### src/armPkg.sv
`default_nettype none

package armPkg;

  typedef enum logic [3:0] {
    AluAnd,
    AluEor,
    AluSub,
    AluAdd,
    AluAdc,
    AluSbc,
    AluOrr,
    AluMov,
    AluCmp,
    AluTst
  } aluOpT;

  typedef struct packed {
    logic n;
    logic z;
    logic c;
    logic v;
  } flagsT;

  // Control bits carried from decode into execute
  typedef struct packed {
    logic       regWrite;
    logic       memWrite;
    logic       memtoReg;
    logic       branch;
    logic       aluSrc;
    logic       flagWrite;
    logic       swapInputs;
    aluOpT      aluOp;
    logic [3:0] cond;
  } ctrlT;

  typedef struct packed {
    logic [1:0] regSrc;
    logic [1:0] immSrc;
  } decodeCtrlT;

  typedef struct packed {
    logic match1EM;
    logic match1EW;
    logic match2EM;
    logic match2EW;
    logic match12DE;
  } matchT;

  typedef struct packed {
    logic [1:0] forwardA;
    logic [1:0] forwardB;
    logic       stallF;
    logic       stallD;
    logic       flushD;
  } hazardT;

  localparam logic [1:0] ForwardReg     = 2'd0;
  localparam logic [1:0] ForwardResultW = 2'd1;
  localparam logic [1:0] ForwardAluOutM = 2'd2;

endpackage

`default_nettype wire

### src/alu.sv
`timescale 1ns/1ps
`default_nettype none

module alu import armPkg::*; (
  input  logic [31:0] a,
  input  logic [31:0] b,
  input  aluOpT       aluOp,
  input  logic        carryIn,
  output logic [31:0] result,
  output flagsT       flags,
  output logic        noWrite
);

  logic [31:0] bIn;
  logic        cIn;
  logic        arith;
  logic [32:0] sum;

  // Adder setup, subtraction as a + ~b + 1
  always_comb begin
    bIn = b;
    cIn = 1'b0;
    arith = 1'b1;
    case (aluOp)
      AluSub, AluCmp: begin
        bIn = ~b;
        cIn = 1'b1;
      end
      AluAdc: cIn = carryIn;
      AluSbc: begin
        bIn = ~b;
        cIn = carryIn;
      end
      AluAdd: cIn = 1'b0;
      default: arith = 1'b0;
    endcase
  end

  assign sum = {1'b0, a} + {1'b0, bIn} + {32'd0, cIn};

  always_comb begin
    case (aluOp)
      AluAnd, AluTst: result = a & b;
      AluEor:         result = a ^ b;
      AluOrr:         result = a | b;
      AluMov:         result = b;
      default:        result = sum[31:0];
    endcase
  end

  assign flags.n = result[31];
  assign flags.z = (result == 32'd0);
  // C is "no borrow" for subtraction
  assign flags.c = arith & sum[32];
  assign flags.v = arith & (a[31] == bIn[31]) & (sum[31] != a[31]);

  assign noWrite = (aluOp == AluCmp) || (aluOp == AluTst);

endmodule

`default_nettype wire

### src/armPipeline.sv
`timescale 1ns/1ps
`default_nettype none

module armPipeline import armPkg::*; (
  input  logic        clk,
  input  logic        rstN,
  input  logic [31:0] instrF,
  input  logic [31:0] readDataM,
  output logic [31:0] pcF,
  output logic [31:0] aluOutM,
  output logic [31:0] writeDataM,
  output logic        memWriteM
);

  decodeCtrlT  decodeCtrl;
  aluOpT       aluOpE;
  flagsT       aluFlagsE;
  matchT       match;
  hazardT      hazard;
  logic [31:0] instrD;
  logic        aluSrcE, swapInputsE, prevCarry, branchTakenE;
  logic        memtoRegW, regWriteW, regWriteM, memtoRegE;
  logic        noWriteE, flushE;

  controller u_controller (
    .clk          (clk),
    .rstN         (rstN),
    .instrD       (instrD),
    .aluFlagsE    (aluFlagsE),
    .noWriteE     (noWriteE),
    .flushE       (flushE),
    .decodeCtrl   (decodeCtrl),
    .aluSrcE      (aluSrcE),
    .swapInputsE  (swapInputsE),
    .prevCarry    (prevCarry),
    .branchTakenE (branchTakenE),
    .memWriteM    (memWriteM),
    .memtoRegW    (memtoRegW),
    .regWriteW    (regWriteW),
    .regWriteM    (regWriteM),
    .memtoRegE    (memtoRegE),
    .aluOpE       (aluOpE)
  );

  datapath u_datapath (
    .clk          (clk),
    .rstN         (rstN),
    .decodeCtrl   (decodeCtrl),
    .aluSrcE      (aluSrcE),
    .swapInputsE  (swapInputsE),
    .prevCarry    (prevCarry),
    .branchTakenE (branchTakenE),
    .memtoRegW    (memtoRegW),
    .regWriteW    (regWriteW),
    .aluOpE       (aluOpE),
    .hazard       (hazard),
    .instrF       (instrF),
    .readDataM    (readDataM),
    .pcF          (pcF),
    .instrD       (instrD),
    .aluOutM      (aluOutM),
    .writeDataM   (writeDataM),
    .aluFlagsE    (aluFlagsE),
    .noWriteE     (noWriteE),
    .match        (match)
  );

  hazardUnit u_hazardUnit (
    .match        (match),
    .regWriteM    (regWriteM),
    .regWriteW    (regWriteW),
    .memtoRegE    (memtoRegE),
    .branchTakenE (branchTakenE),
    .hazard       (hazard),
    .flushE       (flushE)
  );

endmodule

`default_nettype wire

### src/controller.sv
`timescale 1ns/1ps
`default_nettype none

module controller import armPkg::*; (
  input  logic        clk,
  input  logic        rstN,
  input  logic [31:0] instrD,
  input  flagsT       aluFlagsE,
  input  logic        noWriteE,
  input  logic        flushE,
  output decodeCtrlT  decodeCtrl,
  output logic        aluSrcE,
  output logic        swapInputsE,
  output logic        prevCarry,
  output logic        branchTakenE,
  output logic        memWriteM,
  output logic        memtoRegW,
  output logic        regWriteW,
  output logic        regWriteM,
  output logic        memtoRegE,
  output aluOpT       aluOpE
);

  ctrlT  ctrlD, ctrlE;
  flagsT flagsR;
  logic  condEx, arithE, flagWriteE, regWriteE, memWriteE, memtoRegM;

  // Main decoder
  always_comb begin
    ctrlD = '0;
    decodeCtrl = '0;
    ctrlD.cond = instrD[31:28];
    case (instrD[27:26])
      2'b00: begin
        ctrlD.regWrite = 1'b1;
        ctrlD.aluSrc = instrD[25];
        ctrlD.flagWrite = instrD[20];
        case (instrD[24:21])
          4'b0000: ctrlD.aluOp = AluAnd;
          4'b0001: ctrlD.aluOp = AluEor;
          4'b0010: ctrlD.aluOp = AluSub;
          4'b0011: begin
            ctrlD.aluOp = AluSub;
            ctrlD.swapInputs = 1'b1;
          end
          4'b0100: ctrlD.aluOp = AluAdd;
          4'b0101: ctrlD.aluOp = AluAdc;
          4'b0110: ctrlD.aluOp = AluSbc;
          4'b1000: ctrlD.aluOp = AluTst;
          4'b1010: ctrlD.aluOp = AluCmp;
          4'b1100: ctrlD.aluOp = AluOrr;
          4'b1101: ctrlD.aluOp = AluMov;
          default: begin
            ctrlD.regWrite = 1'b0;
            ctrlD.flagWrite = 1'b0;
          end
        endcase
      end
      2'b01: begin
        ctrlD.aluSrc = 1'b1;
        ctrlD.aluOp = AluAdd;
        decodeCtrl.immSrc = 2'b01;
        if (instrD[20]) begin
          ctrlD.regWrite = 1'b1;
          ctrlD.memtoReg = 1'b1;
        end else begin
          ctrlD.memWrite = 1'b1;
          decodeCtrl.regSrc = 2'b10;
        end
      end
      2'b10: begin
        ctrlD.branch = 1'b1;
        ctrlD.aluSrc = 1'b1;
        ctrlD.aluOp = AluAdd;
        decodeCtrl.immSrc = 2'b10;
        decodeCtrl.regSrc = 2'b01;
      end
      default: ctrlD = '0;
    endcase
  end

  always_ff @(posedge clk) begin
    if (!rstN || flushE) begin
      ctrlE <= '0;
    end else begin
      ctrlE <= ctrlD;
    end
  end

  // Condition check against the stored flags
  always_comb begin
    case (ctrlE.cond)
      4'b0000: condEx = flagsR.z;
      4'b0001: condEx = !flagsR.z;
      4'b0010: condEx = flagsR.c;
      4'b0011: condEx = !flagsR.c;
      4'b0100: condEx = flagsR.n;
      4'b0101: condEx = !flagsR.n;
      4'b0110: condEx = flagsR.v;
      4'b0111: condEx = !flagsR.v;
      4'b1000: condEx = flagsR.c && !flagsR.z;
      4'b1001: condEx = !flagsR.c || flagsR.z;
      4'b1010: condEx = (flagsR.n == flagsR.v);
      4'b1011: condEx = (flagsR.n != flagsR.v);
      4'b1100: condEx = !flagsR.z && (flagsR.n == flagsR.v);
      4'b1101: condEx = flagsR.z || (flagsR.n != flagsR.v);
      default: condEx = 1'b1;
    endcase
  end

  assign regWriteE = ctrlE.regWrite && condEx && !noWriteE;
  assign memWriteE = ctrlE.memWrite && condEx;
  assign flagWriteE = ctrlE.flagWrite && condEx;
  assign branchTakenE = ctrlE.branch && condEx;
  // Logic ops leave C and V alone
  assign arithE = ctrlE.aluOp inside {AluAdd, AluSub, AluAdc, AluSbc, AluCmp};

  always_ff @(posedge clk) begin
    if (!rstN) begin
      flagsR <= '0;
    end else if (flagWriteE) begin
      flagsR.n <= aluFlagsE.n;
      flagsR.z <= aluFlagsE.z;
      if (arithE) begin
        flagsR.c <= aluFlagsE.c;
        flagsR.v <= aluFlagsE.v;
      end
    end
  end

  // Memory and writeback control
  always_ff @(posedge clk) begin
    if (!rstN) begin
      regWriteM <= 1'b0;
      memWriteM <= 1'b0;
      memtoRegM <= 1'b0;
      regWriteW <= 1'b0;
      memtoRegW <= 1'b0;
    end else begin
      regWriteM <= regWriteE;
      memWriteM <= memWriteE;
      memtoRegM <= ctrlE.memtoReg;
      regWriteW <= regWriteM;
      memtoRegW <= memtoRegM;
    end
  end

  assign aluSrcE = ctrlE.aluSrc;
  assign swapInputsE = ctrlE.swapInputs;
  assign aluOpE = ctrlE.aluOp;
  assign memtoRegE = ctrlE.memtoReg;
  assign prevCarry = flagsR.c;

endmodule

`default_nettype wire

### src/datapath.sv
`timescale 1ns/1ps
`default_nettype none

module datapath import armPkg::*; (
  input  logic        clk,
  input  logic        rstN,
  input  decodeCtrlT  decodeCtrl,
  input  logic        aluSrcE,
  input  logic        swapInputsE,
  input  logic        prevCarry,
  input  logic        branchTakenE,
  input  logic        memtoRegW,
  input  logic        regWriteW,
  input  aluOpT       aluOpE,
  input  hazardT      hazard,
  input  logic [31:0] instrF,
  input  logic [31:0] readDataM,
  output logic [31:0] pcF,
  output logic [31:0] instrD,
  output logic [31:0] aluOutM,
  output logic [31:0] writeDataM,
  output flagsT       aluFlagsE,
  output logic        noWriteE,
  output matchT       match
);

  logic [31:0] pcPlus4F, pcNextF;
  logic [31:0] extImmD, rd1D, rd2D;
  logic [31:0] rd1E, rd2E, extImmE, srcAE, srcBE, writeDataE, aluAE, aluBE, aluResultE;
  logic [31:0] aluOutW, readDataW, resultW;
  logic [3:0]  ra1D, ra2D, ra1E, ra2E, wa3E, wa3M, wa3W;

  // Fetch
  assign pcPlus4F = pcF + 32'd4;
  assign pcNextF = branchTakenE ? aluResultE : pcPlus4F;

  always_ff @(posedge clk) begin
    if (!rstN) begin
      pcF <= '0;
    end else if (!hazard.stallF) begin
      pcF <= pcNextF;
    end
  end

  // Decode
  always_ff @(posedge clk) begin
    if (!rstN || hazard.flushD) begin
      instrD <= '0;
    end else if (!hazard.stallD) begin
      instrD <= instrF;
    end
  end

  assign ra1D = decodeCtrl.regSrc[0] ? 4'd15 : instrD[19:16];
  assign ra2D = decodeCtrl.regSrc[1] ? instrD[15:12] : instrD[3:0];

  always_comb begin
    case (decodeCtrl.immSrc)
      2'b00:   extImmD = {24'd0, instrD[7:0]};
      2'b01:   extImmD = {20'd0, instrD[11:0]};
      default: extImmD = {{6{instrD[23]}}, instrD[23:0], 2'b00};
    endcase
  end

  // PC+4 in fetch is PC+8 of the decode instruction
  regFile rf (
    .clk (clk),
    .we3 (regWriteW),
    .ra1 (ra1D),
    .ra2 (ra2D),
    .wa3 (wa3W),
    .wd3 (resultW),
    .r15 (pcPlus4F),
    .rd1 (rd1D),
    .rd2 (rd2D)
  );

  // Execute, memory and writeback registers
  always_ff @(posedge clk) begin
    if (!rstN) begin
      rd1E <= '0;
      rd2E <= '0;
      extImmE <= '0;
      ra1E <= '0;
      ra2E <= '0;
      wa3E <= '0;
      aluOutM <= '0;
      writeDataM <= '0;
      wa3M <= '0;
      aluOutW <= '0;
      readDataW <= '0;
      wa3W <= '0;
    end else begin
      rd1E <= rd1D;
      rd2E <= rd2D;
      extImmE <= extImmD;
      ra1E <= ra1D;
      ra2E <= ra2D;
      wa3E <= instrD[15:12];
      aluOutM <= aluResultE;
      writeDataM <= writeDataE;
      wa3M <= wa3E;
      aluOutW <= aluOutM;
      readDataW <= readDataM;
      wa3W <= wa3M;
    end
  end

  // Forwarding muxes
  always_comb begin
    case (hazard.forwardA)
      ForwardResultW: srcAE = resultW;
      ForwardAluOutM: srcAE = aluOutM;
      default:        srcAE = rd1E;
    endcase
    case (hazard.forwardB)
      ForwardResultW: writeDataE = resultW;
      ForwardAluOutM: writeDataE = aluOutM;
      default:        writeDataE = rd2E;
    endcase
  end

  assign srcBE = aluSrcE ? extImmE : writeDataE;
  // RSB swaps the operands
  assign aluAE = swapInputsE ? srcBE : srcAE;
  assign aluBE = swapInputsE ? srcAE : srcBE;

  alu u_alu (
    .a       (aluAE),
    .b       (aluBE),
    .aluOp   (aluOpE),
    .carryIn (prevCarry),
    .result  (aluResultE),
    .flags   (aluFlagsE),
    .noWrite (noWriteE)
  );

  assign resultW = memtoRegW ? readDataW : aluOutW;

  // Register number comparisons for the hazard unit
  assign match.match1EM = (wa3M == ra1E);
  assign match.match1EW = (wa3W == ra1E);
  assign match.match2EM = (wa3M == ra2E);
  assign match.match2EW = (wa3W == ra2E);
  assign match.match12DE = (wa3E == ra1D) || (wa3E == ra2D);

endmodule

`default_nettype wire

### src/hazardUnit.sv
`timescale 1ns/1ps
`default_nettype none

module hazardUnit import armPkg::*; (
  input  matchT  match,
  input  logic   regWriteM,
  input  logic   regWriteW,
  input  logic   memtoRegE,
  input  logic   branchTakenE,
  output hazardT hazard,
  output logic   flushE
);

  logic ldrStall;

  // Memory stage wins over writeback
  always_comb begin
    if (match.match1EM && regWriteM) begin
      hazard.forwardA = ForwardAluOutM;
    end else if (match.match1EW && regWriteW) begin
      hazard.forwardA = ForwardResultW;
    end else begin
      hazard.forwardA = ForwardReg;
    end
    if (match.match2EM && regWriteM) begin
      hazard.forwardB = ForwardAluOutM;
    end else if (match.match2EW && regWriteW) begin
      hazard.forwardB = ForwardResultW;
    end else begin
      hazard.forwardB = ForwardReg;
    end
  end

  // Load result needed right behind the load
  assign ldrStall = match.match12DE && memtoRegE;

  assign hazard.stallF = ldrStall;
  assign hazard.stallD = ldrStall;
  assign hazard.flushD = branchTakenE;
  assign flushE = ldrStall || branchTakenE;

endmodule

`default_nettype wire

### src/regFile.sv
`timescale 1ns/1ps
`default_nettype none

module regFile (
  input  logic        clk,
  input  logic        we3,
  input  logic [3:0]  ra1,
  input  logic [3:0]  ra2,
  input  logic [3:0]  wa3,
  input  logic [31:0] wd3,
  input  logic [31:0] r15,
  output logic [31:0] rd1,
  output logic [31:0] rd2
);

  logic [31:0] rf [15];

  // Falling edge write so decode sees it in the same cycle
  always_ff @(negedge clk) begin
    if (we3) begin
      rf[wa3] <= wd3;
    end
  end

  // R15 reads as PC+8
  assign rd1 = (ra1 == 4'd15) ? r15 : rf[ra1];
  assign rd2 = (ra2 == 4'd15) ? r15 : rf[ra2];

endmodule

`default_nettype wire

### config.mk
export PLATFORM = sky130hd
export DESIGN_NAME = armPipeline
export DESIGN_NICKNAME = d
export VERILOG_FILES = /design/src/armPkg.sv /design/src/alu.sv /design/src/armPipeline.sv /design/src/controller.sv /design/src/datapath.sv /design/src/hazardUnit.sv /design/src/regFile.sv
export SDC_FILE = /design/constraint.sdc
export NUM_CORES = 2
export LEC_CHECK = 0
export BUFFER_PORTS_ARGS = -buffer_cell sky130_fd_sc_hd__buf_4
export CORE_MARGIN = 1.5
export CORE_UTILIZATION = 35
export CTS_BUF_LIST = sky130_fd_sc_hd__clkbuf_4 sky130_fd_sc_hd__clkbuf_8
export CTS_CLUSTER_DIAMETER = 80
export DETAILED_ROUTE_END_ITERATION = 7
export PLACE_DENSITY = 0.49
export SLEW_MARGIN = 40
export SYNTH_ARGS = -nofsm -noshare
export SYNTH_HDL_FRONTEND = slang
export SYNTH_SLANG_ARGS = --single-unit
### constraint.sdc
create_clock -name clk -period 15.1 [get_ports clk]
set_clock_uncertainty 0.05 [all_clocks]
set_input_delay 0 -clock clk [delete_from_list [all_inputs] [get_ports clk]]
set_output_delay 0 -clock clk [all_outputs]
set_load 0.02 [all_outputs]
==> flow_summary.toml <==
[cells_and_area]
syn2layout_area_growth_pct = 22.8
final_nets = 5182
drive_above_1_share = 0.140
most-common-layout-cells = "nand2_1 (828), inv_1 (602), edfxtp_1 (480), dfxtp_1 (319), buf_4 (254)"
mostFrequentLayoutCell = "nand2_1"

[drt]
wire_per_inst_um = 26.9
antenna_left = 0
drcViolationCount = 0
route.final.wire_length_mm = 180
vias = 37600
vias_per_cell = 5.63
first_iter_violations = 3803
drtPass1Iterations = 6

[power]
power_density_nw_per_um2 = 127
switching_share = 0.343
power.share.sequential = 0.386
p_switching_mw = 2.23
ir_drop_uv = 60.9
p_leak_nw = 21.0
clkPwrFrac = 0.429
comb_power_share = 0.185
internal_power_mw = 4.27

[worst_setup_path]
endpoint = "u_datapath.rf.rf[1][8]$_DFFE_NP_"
r2r_start = "u_controller.memtoRegW$_SDFF_PN0_"
r2r_end = "u_datapath.rf.rf[1][8]$_DFFE_NP_"
critPathKind = "reg -> reg"
worstSetupStartpoint = "u_controller.memtoRegW$_SDFF_PN0_"
r2r_slack_ns = 4.78
required_ns = 7.89
worstSetupEndpointType = "flip-flop"
worst-path-max-fanout = 25
critPathArrivalTime_ns = 3.11
cp-start-kind = "flip-flop"
rr_worst_depth = 3

[clock_tree]
cts_buffers = 152
cts.sinks = 806
clk_latency_ns = 0.86
postCtsSetupBuffers = 0
cts.clk_slew.worst_paths_ns = 0.06
cts_tree = "done"
cts_max_path_buffers = 3
cts_hold_buf = 136
cts_resized = 0
cts_max_level = 4
cts_root_buf = "clkbuf_8"

[yosys]
syn_avg_cell_area_um2 = 9.66
synth-main-ff-cell = "edfxtp_1"
ys_warn_count = 0
yosysSeqAreaShare = 0.504
netlist_area_um2 = 41500
synth_cells = 4298
netlist-cell-type-count = 88
synth_nets = 4467
ys_ff_latch = 806
synthArstFlopShare = 0
synth_edf_count = 480

[floorplan]
core-area_um2 = 118000
start_util = 0.353
rows = 126
die_h_um = 347
die_area_um2 = 121000
die_w_um = 347
io_pins = 163

[job]
max-cap-violations = 0

[place]
routabilityCongestion = 0.946
post-place-ws_ns = 5.02
io_buffers = 162
dp_hpwl_mm = 117

[status]
outcome = "complete, no violations"

[timing]
timing.final.ws_setup_ns = 4.78
setup_tns_ns = 0
hold_viol_final = 0
relSlewSlack = 0.372
finalSetupViolCount = 0
finalMaxSlewViolations = 0
tightest_slew_ns = 0.943
rsz0062_at_grt = "false"

[grt]
antenna_found_initial = 9
grt-ovfl-total = 0
grt_pass1_vias = 36600
grt_use_total = 0.290
grt_pass1_wl_mm = 254
grt_max_degree = 118

[min_path]
hold_path.class = "in -> reg"
## state kept, by name, summed over array words and instances, names as in the netlist, 3 cells and up
name	cells
u_controller.aluOpE	4
u_controller.ctrlE	8
u_controller.flagsR	3
u_datapath.aluOutM	32
u_datapath.aluOutW	32
u_datapath.extImmE	26
u_datapath.instrD	32
u_datapath.pcF	32
u_datapath.ra1E	4
u_datapath.ra2E	4
u_datapath.rd1E	32
u_datapath.rd2E	32
u_datapath.readDataW	32
u_datapath.rf.rf	480
u_datapath.wa3E	4
u_datapath.wa3M	4
u_datapath.wa3W	4
u_datapath.writeDataM	32
## worst max-delay path: stages, from the launching register on
cell	delay (ns)
dfxtp_2	0.61
buf_4	0.46
mux2i_1	0.71
inv_1	0.44
## synthesized netlist by cell type, types with 69 or more instances
cell	count	area [um2]
ha_1	101	1260
nand2_1	830	3120
nand3_1	200	1000
dfxtp_1	326	6530
nor2_1	217	815
mux2_2	89	1000
xnor2_1	77	674
a31oi_1	69	432
edfxtp_1	480	14400
mux2i_1	145	1450
clkbuf_1	232	871
and2_1	140	876
a21oi_1	240	1200
inv_1	96	360
o21ai_0	246	1230
## layout make-up
class	instances	area (um2)
fillers	11500	66800
flip-flops and latches	806	21000
multi-input cells	3073	19200
repair buffers	403	3450
clock buffers	191	2520
clock inverters	566	2500
well taps	1536	1920
inverters	97	369
diodes	2	5.00
## power groups by stage
stage                     registers, mW  clock network, mW  logic (mW)
after floorplan                    2.51              0.188       0.682
after global placement             2.54              0.188        1.14
after detailed placement           2.54              0.188        1.14
after CTS                          2.50               2.84        1.18
after global routing               2.51               3.03        1.28
final                              2.51               2.79        1.20
## layer usage
layer / share of wire / GRT usage / up-vias
met5: 0.00015 / 0 / -
met4: 0.054 / 0.172 / 4
li1: - / - / 17000
met1: 0.40 / 0.363 / 18400
met3: 0.081 / 0.0600 / 361
met2: 0.46 / 0.463 / 1808
## how the worst min path moves through the flow
stage	startpoint	to	cells after the start
2_1_floorplan	readDataM[0]	u_datapath.readDataW[0]$_SDFF_PN0_	1
3_3_place_gp	readDataM[16]	u_datapath.readDataW[16]$_SDFF_PN0_	2
3_5_place_dp	readDataM[14]	u_datapath.readDataW[14]$_SDFF_PN0_	2
4_1_cts	rstN	u_datapath.writeDataM[1]$_SDFF_PN0_	3
5_1_grt	rstN	u_datapath.writeDataM[1]$_SDFF_PN0_	3
6_report	rstN	u_datapath.writeDataM[1]$_SDFF_PN0_	3
## kinds of logic (layout without fill, tap and decap cells)
family / after synthesis / count (layout) / share of synthesized area
mux: 260 / 260 / 0.0732
buf+inv: 419 / 1257 / 0.0395
simple gates: 1612 / 1612 / 0.175
compound gates: 988 / 988 / 0.153
xor+xnor: 110 / 110 / 0.0232
flops: 806 / 806 / 0.504
other cells: 0 / 2 / 0
fa+ha+maj: 103 / 103 / 0.0314
## stage by stage
stage	hold WS, ns	power [mW]	cell area, um2	util	std cells
2_1_floorplan	0.0773	3.38	41500	-	4298
3_3_place_gp	0.163	3.86	44500	0.378	5773
3_5_place_dp	0.163	3.87	44600	0.378	5779
4_1_cts	0.238	6.52	50900	0.433	6671
5_1_grt	0.262	6.81	51000	0.433	6673
6_report	0.253	6.50	51000	0.433	6674
No activity file was read; power rests on OpenSTA's default activity.
